## config.mk

```make
export PLATFORM = sky130hd
export DESIGN_NAME = icache_update
export DESIGN_NICKNAME = d
export VERILOG_FILES = /design/src/icache_pkg.sv /design/src/hit_path.sv /design/src/victim_select.sv /design/src/update_merge.sv /design/src/icache_update.sv
export VERILOG_INCLUDE_DIRS = /design/src
export SDC_FILE = /design/constraint.sdc
export NUM_CORES = 1
export LEC_CHECK = 0
export ABC_AREA = 1
export BUFFER_PORTS_ARGS = -buffer_cell sky130_fd_sc_hd__buf_2
export CAP_MARGIN = 5
export CELL_PAD_IN_SITES_DETAIL_PLACEMENT = 1
export CELL_PAD_IN_SITES_GLOBAL_PLACEMENT = 1
export CORE_AREA = 10 10 387 389
export DETAILED_ROUTE_END_ITERATION = 10
export DIE_AREA = 0 0 397 399
export PLACE_DENSITY_LB_ADDON = 0.05
export SYNTH_ARGS = -nofsm -noshare
export SYNTH_HDL_FRONTEND = slang
export SYNTH_SLANG_ARGS = --single-unit
```

## constraint.sdc

```tcl
create_clock -name clk -period 1 [get_ports clk]
set_clock_uncertainty 0.2 [all_clocks]
set_input_delay 0.2 -clock clk [delete_from_list [all_inputs] [get_ports clk]]
set_output_delay 0.2 -clock clk [all_outputs]
set_load 0.01 [all_outputs]
```

## src/icache_params.svh

```systemverilog
`ifndef ICACHE_PARAMS_SVH
`define ICACHE_PARAMS_SVH

// cache geometry
`define ICACHE_SETS        64
`define ICACHE_LINE_BITS   128
`define ICACHE_ADDR_BITS   32

// set index into the tag and data stores
`define ICACHE_INDEX_BITS  $clog2(`ICACHE_SETS)

// byte offset inside one line
`define ICACHE_OFFSET_BITS $clog2(`ICACHE_LINE_BITS / 8)

// whatever is left of the address is tag
`define ICACHE_TAG_BITS    (`ICACHE_ADDR_BITS - `ICACHE_INDEX_BITS - `ICACHE_OFFSET_BITS)

`endif

```

## src/icache_pkg.sv

```systemverilog
`include "icache_params.svh"

package icache_pkg;

    typedef logic [`ICACHE_LINE_BITS-1:0]  line_t;
    typedef logic [`ICACHE_TAG_BITS-1:0]   tag_t;
    typedef logic [`ICACHE_INDEX_BITS-1:0] index_t;

    // request kinds, one bit each
    typedef enum logic [2:0] {
        OP_NONE      = 3'b000,
        OP_FETCH     = 3'b001,
        OP_FILL      = 3'b010,
        OP_SNOOP_INV = 3'b100
    } op_t;

    // pending means the miss went out and the fill has not come back
    typedef enum logic [1:0] {
        ST_INVALID = 2'd0,
        ST_PENDING = 2'd1,
        ST_SHARED  = 2'd2
    } way_state_t;

    typedef struct packed {
        way_state_t state;
        logic       locked;
        logic       referenced;
    } way_meta_t;

    // one-hot way select
    typedef logic [3:0] way_vec_t;

    // bit 2: upper pair used last, bit 1: way 3 newer than way 2,
    // bit 0: way 1 newer than way 0
    typedef logic [2:0] plru_t;

    // one looked-up request out of f2
    typedef struct packed {
        op_t                 op;
        index_t              index;
        tag_t                tag;
        way_meta_t [3:0]     metas;
        plru_t               plru;
        way_vec_t            hit;
        line_t [3:0]         lines;
    } f2_req_t;

    typedef struct packed {
        logic     hit;
        way_vec_t way;
        line_t    line;
        plru_t    plru_next;
    } hit_info_t;

    typedef struct packed {
        way_vec_t way;
        logic     all_locked;
    } victim_t;

    // write commands to the three stores
    typedef struct packed {
        logic      en;
        index_t    index;
        way_vec_t  way;
        tag_t      tag;
        way_meta_t meta;
    } tag_write_t;

    typedef struct packed {
        logic   en;
        index_t index;
        plru_t  plru;
    } plru_write_t;

    typedef struct packed {
        logic     en;
        index_t   index;
        way_vec_t way;
        line_t    line;
    } data_write_t;

endpackage

```

## src/hit_path.sv

```systemverilog
module hit_path (
    input  icache_pkg::f2_req_t   req,
    output icache_pkg::hit_info_t hit_info
);
    import icache_pkg::*;

    line_t sel_line;
    plru_t plru_next;
    logic  any_hit;
    logic  upper_hit;

    assign any_hit   = |req.hit;
    assign upper_hit = req.hit[3] | req.hit[2];

    // the hit vector is one-hot or zero, so an and-or mux does it
    always_comb begin
        sel_line = '0;
        for (int w = 0; w < 4; w++) begin
            if (req.hit[w]) begin
                sel_line = sel_line | req.lines[w];
            end
        end
    end

    // point the tree at the way just used
    always_comb begin
        plru_next[2] = upper_hit;
        if (upper_hit) begin
            // only the upper pair bit moves
            plru_next[1] = req.hit[3];
            plru_next[0] = req.plru[0];
        end else begin
            plru_next[1] = req.plru[1];
            plru_next[0] = req.hit[1];
        end
    end

    // opcode is not looked at here, update_merge decides what to use
    always_comb begin
        hit_info.hit       = any_hit;
        hit_info.way       = req.hit;
        hit_info.line      = sel_line;
        hit_info.plru_next = plru_next;
    end

endmodule

```

## src/victim_select.sv

```systemverilog
module victim_select (
    input  icache_pkg::f2_req_t req,
    output icache_pkg::victim_t victim
);
    import icache_pkg::*;

    way_vec_t   locked;
    way_vec_t   free_ways;
    way_vec_t   first_free;
    way_vec_t   plru_way;
    logic [1:0] lower_pick;
    logic [1:0] upper_pick;

    // older way of a pair if it is unlocked, else its partner,
    // else nothing when both are locked
    function automatic logic [1:0] pick_in_pair(
        input logic [1:0] lk,
        input logic       hi_newer
    );
        logic [1:0] older;
        logic [1:0] pick;

        older = hi_newer ? 2'b01 : 2'b10;
        if ((older & ~lk) != 2'b00) begin
            pick = older;
        end else begin
            pick = ~older & ~lk;
        end
        return pick;
    endfunction

    always_comb begin
        for (int w = 0; w < 4; w++) begin
            locked[w]    = req.metas[w].locked;
            free_ways[w] = (req.metas[w].state == ST_INVALID) && !req.metas[w].locked;
        end
    end

    // lowest free way wins, scan from the top so the last write sticks
    always_comb begin
        first_free = '0;
        for (int w = 3; w >= 0; w--) begin
            if (free_ways[w]) begin
                first_free    = '0;
                first_free[w] = 1'b1;
            end
        end
    end

    assign lower_pick = pick_in_pair(locked[1:0], req.plru[0]);
    assign upper_pick = pick_in_pair(locked[3:2], req.plru[1]);

    // tree walk, starting in the pair that was not used last
    always_comb begin
        if (req.plru[2]) begin
            if (lower_pick != 2'b00) begin
                plru_way = {2'b00, lower_pick};
            end else begin
                plru_way = {upper_pick, 2'b00};
            end
        end else begin
            if (upper_pick != 2'b00) begin
                plru_way = {upper_pick, 2'b00};
            end else begin
                plru_way = {2'b00, lower_pick};
            end
        end
    end

    // plru_way is zero when every way is locked
    always_comb begin
        victim.all_locked = &locked;
        if (free_ways != '0) begin
            victim.way = first_free;
        end else begin
            victim.way = plru_way;
        end
    end

endmodule

```

## src/update_merge.sv

```systemverilog
module update_merge (
    input  logic                    clk,
    input  logic                    rst_n,
    input  icache_pkg::f2_req_t     req,
    input  icache_pkg::line_t       l2_line,
    input  icache_pkg::hit_info_t   hit_info,
    input  icache_pkg::victim_t     victim,
    output logic                    cache_hit,
    output icache_pkg::line_t       fetch_line,
    output logic                    stall,
    output icache_pkg::tag_write_t  tag_wr,
    output icache_pkg::plru_write_t plru_wr,
    output icache_pkg::data_write_t data_wr
);
    import icache_pkg::*;

    logic        is_fetch;
    logic        is_fill;
    logic        is_snoop;
    logic        fetch_hit;
    logic        fetch_miss;
    logic        stall_d;
    logic        alloc;
    logic        fill_ok;
    logic        snoop_ok;
    way_meta_t   hit_meta;
    way_meta_t   next_meta;
    way_vec_t    target_way;
    line_t       fetch_line_d;
    tag_write_t  tag_wr_d;
    plru_write_t plru_wr_d;
    data_write_t data_wr_d;

    // opcode decode
    assign is_fetch = (req.op == OP_FETCH);
    assign is_fill  = (req.op == OP_FILL);
    assign is_snoop = (req.op == OP_SNOOP_INV);

    assign fetch_hit  = is_fetch && hit_info.hit;
    assign fetch_miss = is_fetch && !hit_info.hit;
    assign stall_d    = fetch_miss && victim.all_locked;
    assign alloc      = fetch_miss && !victim.all_locked;

    // meta of the hit way, zero when nothing hit
    always_comb begin
        hit_meta = '0;
        for (int w = 0; w < 4; w++) begin
            if (hit_info.way[w]) begin
                hit_meta = hit_meta | req.metas[w];
            end
        end
    end

    // a fill only lands on a way still waiting for it
    assign fill_ok  = is_fill && hit_info.hit && (hit_meta.state == ST_PENDING);
    assign snoop_ok = is_snoop && hit_info.hit;

    assign target_way = alloc ? victim.way : hit_info.way;

    // next state of the target way
    always_comb begin
        next_meta = hit_meta;
        if (fetch_hit) begin
            next_meta.referenced = 1'b1;
        end else if (alloc) begin
            next_meta.state      = ST_PENDING;
            next_meta.locked     = 1'b0;
            next_meta.referenced = 1'b0;
        end else if (fill_ok) begin
            next_meta.state      = ST_SHARED;
            next_meta.referenced = 1'b0;
        end else if (snoop_ok) begin
            // lock bit survives the invalidate
            next_meta.state      = ST_INVALID;
            next_meta.referenced = 1'b0;
        end
    end

    assign fetch_line_d = fetch_hit ? hit_info.line : '0;

    always_comb begin
        tag_wr_d.en    = fetch_hit || alloc || fill_ok || snoop_ok;
        tag_wr_d.index = req.index;
        tag_wr_d.way   = target_way;
        tag_wr_d.tag   = req.tag;
        tag_wr_d.meta  = next_meta;

        plru_wr_d.en    = fetch_hit;
        plru_wr_d.index = req.index;
        plru_wr_d.plru  = hit_info.plru_next;

        data_wr_d.en    = fill_ok;
        data_wr_d.index = req.index;
        data_wr_d.way   = hit_info.way;
        data_wr_d.line  = l2_line;
    end

    // one cycle from f2 to the stores
    always_ff @(posedge clk or negedge rst_n) begin
        if (!rst_n) begin
            cache_hit  <= 1'b0;
            fetch_line <= '0;
            stall      <= 1'b0;
            tag_wr     <= '0;
            plru_wr    <= '0;
            data_wr    <= '0;
        end else begin
            cache_hit  <= fetch_hit;
            fetch_line <= fetch_line_d;
            stall      <= stall_d;
            tag_wr     <= tag_wr_d;
            plru_wr    <= plru_wr_d;
            data_wr    <= data_wr_d;
        end
    end

endmodule

```

## src/icache_update.sv

```systemverilog
module icache_update (
    input  logic                    clk,
    input  logic                    rst_n,
    input  icache_pkg::f2_req_t     req,
    input  icache_pkg::line_t       l2_line,
    output logic                    cache_hit,
    output icache_pkg::line_t       fetch_line,
    output logic                    stall,
    output icache_pkg::tag_write_t  tag_wr,
    output icache_pkg::plru_write_t plru_wr,
    output icache_pkg::data_write_t data_wr
);
    import icache_pkg::*;

    hit_info_t hit_info;
    victim_t   victim;

    // both lookups are combinational and run side by side
    hit_path i_hit_path (
        .req      (req),
        .hit_info (hit_info)
    );

    victim_select i_victim_select (
        .req    (req),
        .victim (victim)
    );

    update_merge i_update_merge (
        .clk        (clk),
        .rst_n      (rst_n),
        .req        (req),
        .l2_line    (l2_line),
        .hit_info   (hit_info),
        .victim     (victim),
        .cache_hit  (cache_hit),
        .fetch_line (fetch_line),
        .stall      (stall),
        .tag_wr     (tag_wr),
        .plru_wr    (plru_wr),
        .data_wr    (data_wr)
    );

endmodule

```

==> results.json, run 1 <==
{
  "whs_ns": -0.514,
  "syn_nets": 1836,
  "max_slew_margin_pct": 59.3,
  "cts_tree": "yes",
  "tightest_slew_ns": 0.609,
  "setup.worst_path.end": "tag_wr[31]",
  "post-route-period-util_pct": 166,
  "criticalPathCategory": "reg2out",
  "p_switching_w": 0.0115,
  "row_count": 139,
  "seqPwrFrac_pct": 32.0,
  "syn_area_per_cell_um2": 10.9,
  "cts.htree.levels": 2,
  "initial_utilization_pct": 8.71,
  "final_area_um2": 31600,
  "area_growth_pct": 154,
  "syn_area_um2": 12400,
  "clkPwrFrac_pct": 47.5,
  "die_w_um": 397,
  "stdcell_count": 4915,
  "powerDensity_nw_per_um2": 1300,
  "die_height_um": 399,
  "avgRoutedWirePerCell_um": 23.1,
  "dpl.hpwl_mm": 91.6,
  "sw_frac_of_total_pct": 27.9,
  "ys_seq_area_share_pct": 61.1,
  "gp_congestion": 0.785,
  "postSynthCellCount": 1140,
  "rsz0062_at_grt": "true",
  "ios": 1012,
  "drc": 0,
  "slew_viol_final": 0,
  "drt_wl_total_mm": 113,
  "clkTransAtPathRegs_ns": 0.06,
  "p_total_w": 0.0411,
  "peakVddDrop_mv": 1.33,
  "start_kind": "flop",
  "status": "finished, violations left",
  "hp-class": "in2async",
  "port_buffers": 1011,
  "synth_cell_types": 23,
  "overflow": 0,
  "final_nets": 3644,
  "antenna_found_initial": 33,
  "fmax_ghz": 0.602,
  "p_leak_nw": 14.8,
  "clockRootBuffer": "clkbuf_16",
  "via_count": 16133,
  "clock_sinks": 303,
  "comb_power_share_pct": 20.6,
  "final-hold-violation-count": 306,
  "grt_use_total_pct": 13.7,
  "cap_violations": 0,
  "synth_warnings": 0,
  "grt_max_degree": 41,
  "crit_buf_inv": 1,
  "fin_crit_ns": 1.66,
  "fillCellCount": 16423,
  "first_pass_iters": 4,
  "grt_first_pass_wirelength_mm": 155,
  "dieArea_um2": 158000,
  "drt_iter0_markers": 468,
  "place_inst": 4088,
  "cts_made_buffers": 48,
  "arrival_ns": 1.26,
  "drive_gt1_share_pct": 44.9,
  "setup_violations": 397,
  "slowest_delay_ns": 0.45,
  "synth-seq-cells": 303,
  "worst_slack_ns": -0.662,
  "viasPerCell": 3.28,
  "critPathTopFamily": "flip-flops",
  "slowest_stage": "dfrtp_2",
  "power.internal_w": 0.0296,
  "crit_path_end_kind": "output pin",
  "placedInstanceArea_um2": 20800,
  "cp-startpoint": "i_update_merge.tag_wr[31]",
  "violations": "hold timing, setup timing",
  "cp.required_ns": 0.60,
  "worstPathCellList": "buf_6",
  "clk_path_buf_depth": 3,
  "final_util_pct": 22.2,
  "ant_nets": 0,
  "coreArea_um2": 142000,
  "cp_num_cells": 1,
  "grt_pass1_vias": 19764,
  "cp_max_fo": 3
}
==> power by group through the flow <==
stage,Combinational [W],Sequential (W),Clock (W)
after global routing,0.00920,0.0132,0.0209
final,0.00845,0.0131,0.0195
after CTS,0.00881,0.0131,0.0206
after global placement,0.00552,0.0132,0
after detailed placement,0.00550,0.0132,0
after floorplan,0.00137,0.0135,0
==> layer usage <==
metal | wire (µm) | GRT usage, %
met3 | 7780 | 4.13
met4 | 3990 | 4.68
met2 | 62400 | 26.7
met1 | 39200 | 13.6
met5 | 57 | 0
==> flip-flops by register name, summed over array words and instances, names as in the netlist <==
register                   flops
i_update_merge.plru_wr         3
i_update_merge.data_wr       133
i_update_merge.tag_wr         37
i_update_merge.fetch_line    128
i_update_merge.cache_hit       1
i_update_merge.stall           1
==> per-stage QoR <==
step,TNS (ns),setup WS (ns)
2_1_floorplan,-30.62,-0.253
3_3_place_gp,-76.57,-0.597
3_5_place_dp,-76.50,-0.618
4_1_cts,-280.30,-0.733
5_1_grt,-230.25,-0.721
6_report,-202.60,-0.662
==> cell type report <==
type	count	area, µm²	area share [%]
Timing Repair Buffer	1845	15400	48.8
Sequential cell	303	7590	24.0
Multi-Input combinational cell	730	4270	13.5
Tap cell	1903	2380	7.54
Clock buffer	71	1400	4.43
Clock inverter	18	393	1.24
Inverter	20	75.1	0.238
Antenna cell	25	62.6	0.198
==> placed cells by master, fill, tap and decap left out, drive strengths merged <==
cell          instances
dfrtp               303
a41oi               128
nor2                 19
clkinvlp              1
nand2               556
nand3                 7
o21ai                 6
nand4                 2
clkinv                9
buf                1132
clkbuf               73
a21oi                10
bufinv                9
dlygate4sd3         690
dlymetal6s4s         21
inv                  19
nor3                  1
diode                25
o2111ai               1
==> cell usage after synthesis <==
cell	instances	area share (%)
buf_6	11	1.0
nand3_1	6	0.24
nor2_4	2	0.18
clkinv_1	1	0.030
dfrtp_1	303	61
inv_2	3	0.091
nor2_8	1	0.16
nand2_1	554	17
buf_4	21	1.3
a21oi_1	10	0.40
nor3_1	1	0.040
o21ai_1	1	0.040
nand2_4	2	0.18
nand4_1	2	0.10
a41oi_2	99	13
inv_1	16	0.48
o2111ai_1	1	0.071
buf_2	40	1.6
nor2_1	16	0.48
clkbuf_1	15	0.45
a41oi_1	29	2.0
nand3_2	1	0.081
o21ai_0	5	0.20
==> what timing repair did <==
action,CTS,global route
buffers inserted,0,1
resized for setup,396,81
pin swaps,0,6
setup endpoints to repair,316,609
hold endpoints to repair,606,431
hold buffers,772,8
==> worst min-delay path by stage <==
stage | slack, ns | end
finish | -0.51 | i_update_merge.fetch_line[32]
global route | -0.55 | i_update_merge.fetch_line[32]
CTS | -0.58 | i_update_merge.fetch_line[32]
detailed placement | -0.14 | i_update_merge.fetch_line[82]
global placement | -0.15 | i_update_merge.fetch_line[82]
floorplan | -0.30 | i_update_merge.cache_hit
==> worst min-delay path: stages <==
cell and delay, ns:
buf_8 0.08, buf_12 0.09, buf_12 0.08, buf_12 0.08, buf_12 0.16
==> cells by family (layout without fill, tap and decap cells) <==
kind of cell / count (synthesis) / in the layout / synth area share (%)
flip-flops: 303 / 303 / 61.1
buffers and inverters: 107 / 1954 / 4.94
AND/OR/NAND/NOR: 585 / 585 / 18.2
AO/OA/AOI/OAI: 145 / 145 / 15.7
other: 0 / 25 / 0
(Power assumes the default switching activity.)
==> run 2: changes to the inputs <==
BUFFER_PORTS_ARGS = default   (was -buffer_cell sky130_fd_sc_hd__buf_2)
CORE_AREA = 10 10 385 387   (was 10 10 387 389)
CTS_CLUSTER_DIAMETER = 120   (was default)
DIE_AREA = 0 0 395 397   (was 0 0 397 399)
DONT_BUFFER_PORTS = 1   (was default)
TNS_END_PERCENT = 20   (was default)
==> results.json, run 2 <==
{
  "clockRootBuffer": "clkbuf_16",
  "synth_ff_type": "dfrtp_1",
  "die_height_um": 397,
  "die_w_um": 395,
  "postSynthCellCount": 1140,
  "ios": 1012,
  "clock_sinks": 303,
  "synth_warnings": 0,
  "pre_cts_ws_ns": -0.529,
  "synth_xor_area_share_pct": 0,
  "syn_area_um2": 12400,
  "postCtsSetupBuffers": 0,
  "synth_edf_count": 0,
  "status": "stopped before the end",
  "port_buffers": 0,
  "haltStage": "clock tree synthesis",
  "synth_cell_types": 23,
  "ys_seq_area_share_pct": 61.1,
  "cts_made_buffers": 45,
  "synth_top_area_share_pct": 61.1,
  "synth_area_leader_cell": "dfrtp_1",
  "row_count": 138,
  "synth-seq-cells": 303,
  "synth-compound-area-share_pct": 15.7,
  "synth-simple-area-share_pct": 18.2,
  "gp_congestion": 0.723,
  "synthMuxAreaShare_pct": 0,
  "synth_most_common_cell": "nand2_1",
  "synth_top_family_by_area": "simple AND/OR/NAND/NOR gates",
  "syn_area_per_cell_um2": 10.9,
  "ctsResizeCount": 93,
  "async_flop_share_pct": 100,
  "synthAdderAreaFrac_pct": 0,
  "initial_utilization_pct": 8.83,
  "syn_nets": 1836,
  "clk_path_buf_depth": 3,
  "firstError": "[ERROR RSZ-0060] Max buffer count reached.",
  "synth_area_leaders": "dfrtp_1 (61%), nand2_1 (17%), a41oi_2 (13%)",
  "synthTopCellsByCount": "nand2_1 (554), dfrtp_1 (303), a41oi_2 (99), buf_2 (40), a41oi_1 (29)",
  "dpl.hpwl_mm": 67.8,
  "cts.htree.levels": 2,
  "holdBufCountCts": 617
}
[run 2: cell counts after synthesis]
Identical to the previous run, type by type.
[run 2: stage by stage]
stage	instances	setup TNS (ns)	hold WS (ns)	utilization, %	area [µm²]
floorplan	1140	-31.00	-0.296	-	12500
global placement	2998	-55.94	-0.282	10.6	14900
detailed placement	2998	-59.77	-0.284	10.6	14900
[run 2: cell families after synthesis]
kind of cell / Yosys count
AO/OA/AOI/OAI: 145
buffers and inverters: 107
flip-flops: 303
AND/OR/NAND/NOR: 585
==> run 3: changes to the inputs <==
CELL_PAD_IN_SITES_DETAIL_PLACEMENT = default   (was 1)
CELL_PAD_IN_SITES_GLOBAL_PLACEMENT = default   (was 1)
CORE_AREA = 10 10 380 382   (was 10 10 385 387)
CTS_CLUSTER_DIAMETER = default   (was 120)
DIE_AREA = 0 0 390 392   (was 0 0 395 397)
PLACE_DENSITY_LB_ADDON = 0.15   (was 0.05)
==> results.json, run 3 <==
{
  "async_flop_share_pct": 100,
  "cts.htree.levels": 2,
  "ctsResizeCount": 46,
  "syn_area_um2": 12400,
  "die_height_um": 392,
  "synth_area_leader_cell": "dfrtp_1",
  "clock_sinks": 303,
  "die_w_um": 390,
  "clockRootBuffer": "clkbuf_16",
  "status": "stopped before the end",
  "ios": 1012,
  "synth_edf_count": 0,
  "syn_nets": 1836,
  "clk_path_buf_depth": 3,
  "port_buffers": 0,
  "synth_warnings": 0,
  "gp_congestion": 0.828,
  "postSynthCellCount": 1140,
  "ys_seq_area_share_pct": 61.1,
  "dpl.hpwl_mm": 64.9,
  "row_count": 136,
  "synthTopCellsByCount": "nand2_1 (554), dfrtp_1 (303), a41oi_2 (99), buf_2 (40), a41oi_1 (29)",
  "synth_area_leaders": "dfrtp_1 (61%), nand2_1 (17%), a41oi_2 (13%)",
  "cts_made_buffers": 41,
  "synth-seq-cells": 303,
  "holdBufCountCts": 597,
  "synth_most_common_cell": "nand2_1",
  "synth_cell_types": 23,
  "initial_utilization_pct": 9.07,
  "syn_area_per_cell_um2": 10.9,
  "firstError": "[ERROR RSZ-0060] Max buffer count reached.",
  "haltStage": "clock tree synthesis",
  "postCtsSetupBuffers": 0,
  "synth_top_area_share_pct": 61.1,
  "synth_ff_type": "dfrtp_1"
}
-- run 3: through the flow --
stage / util (%) / setup slack, ns / cell area [µm²] / std cells / hold slack [ns]
3_3_place_gp: 10.9 / -0.500 / 14900 / 2906 / -0.283
3_5_place_dp: 10.9 / -0.515 / 14900 / 2906 / -0.281
2_1_floorplan: - / -0.254 / 12500 / 1140 / -0.296
-- run 3: kinds of logic after synthesis --
family	synth area share (%)
buf+inv	4.94
flops	61.1
compound gates	15.7
simple gates	18.2
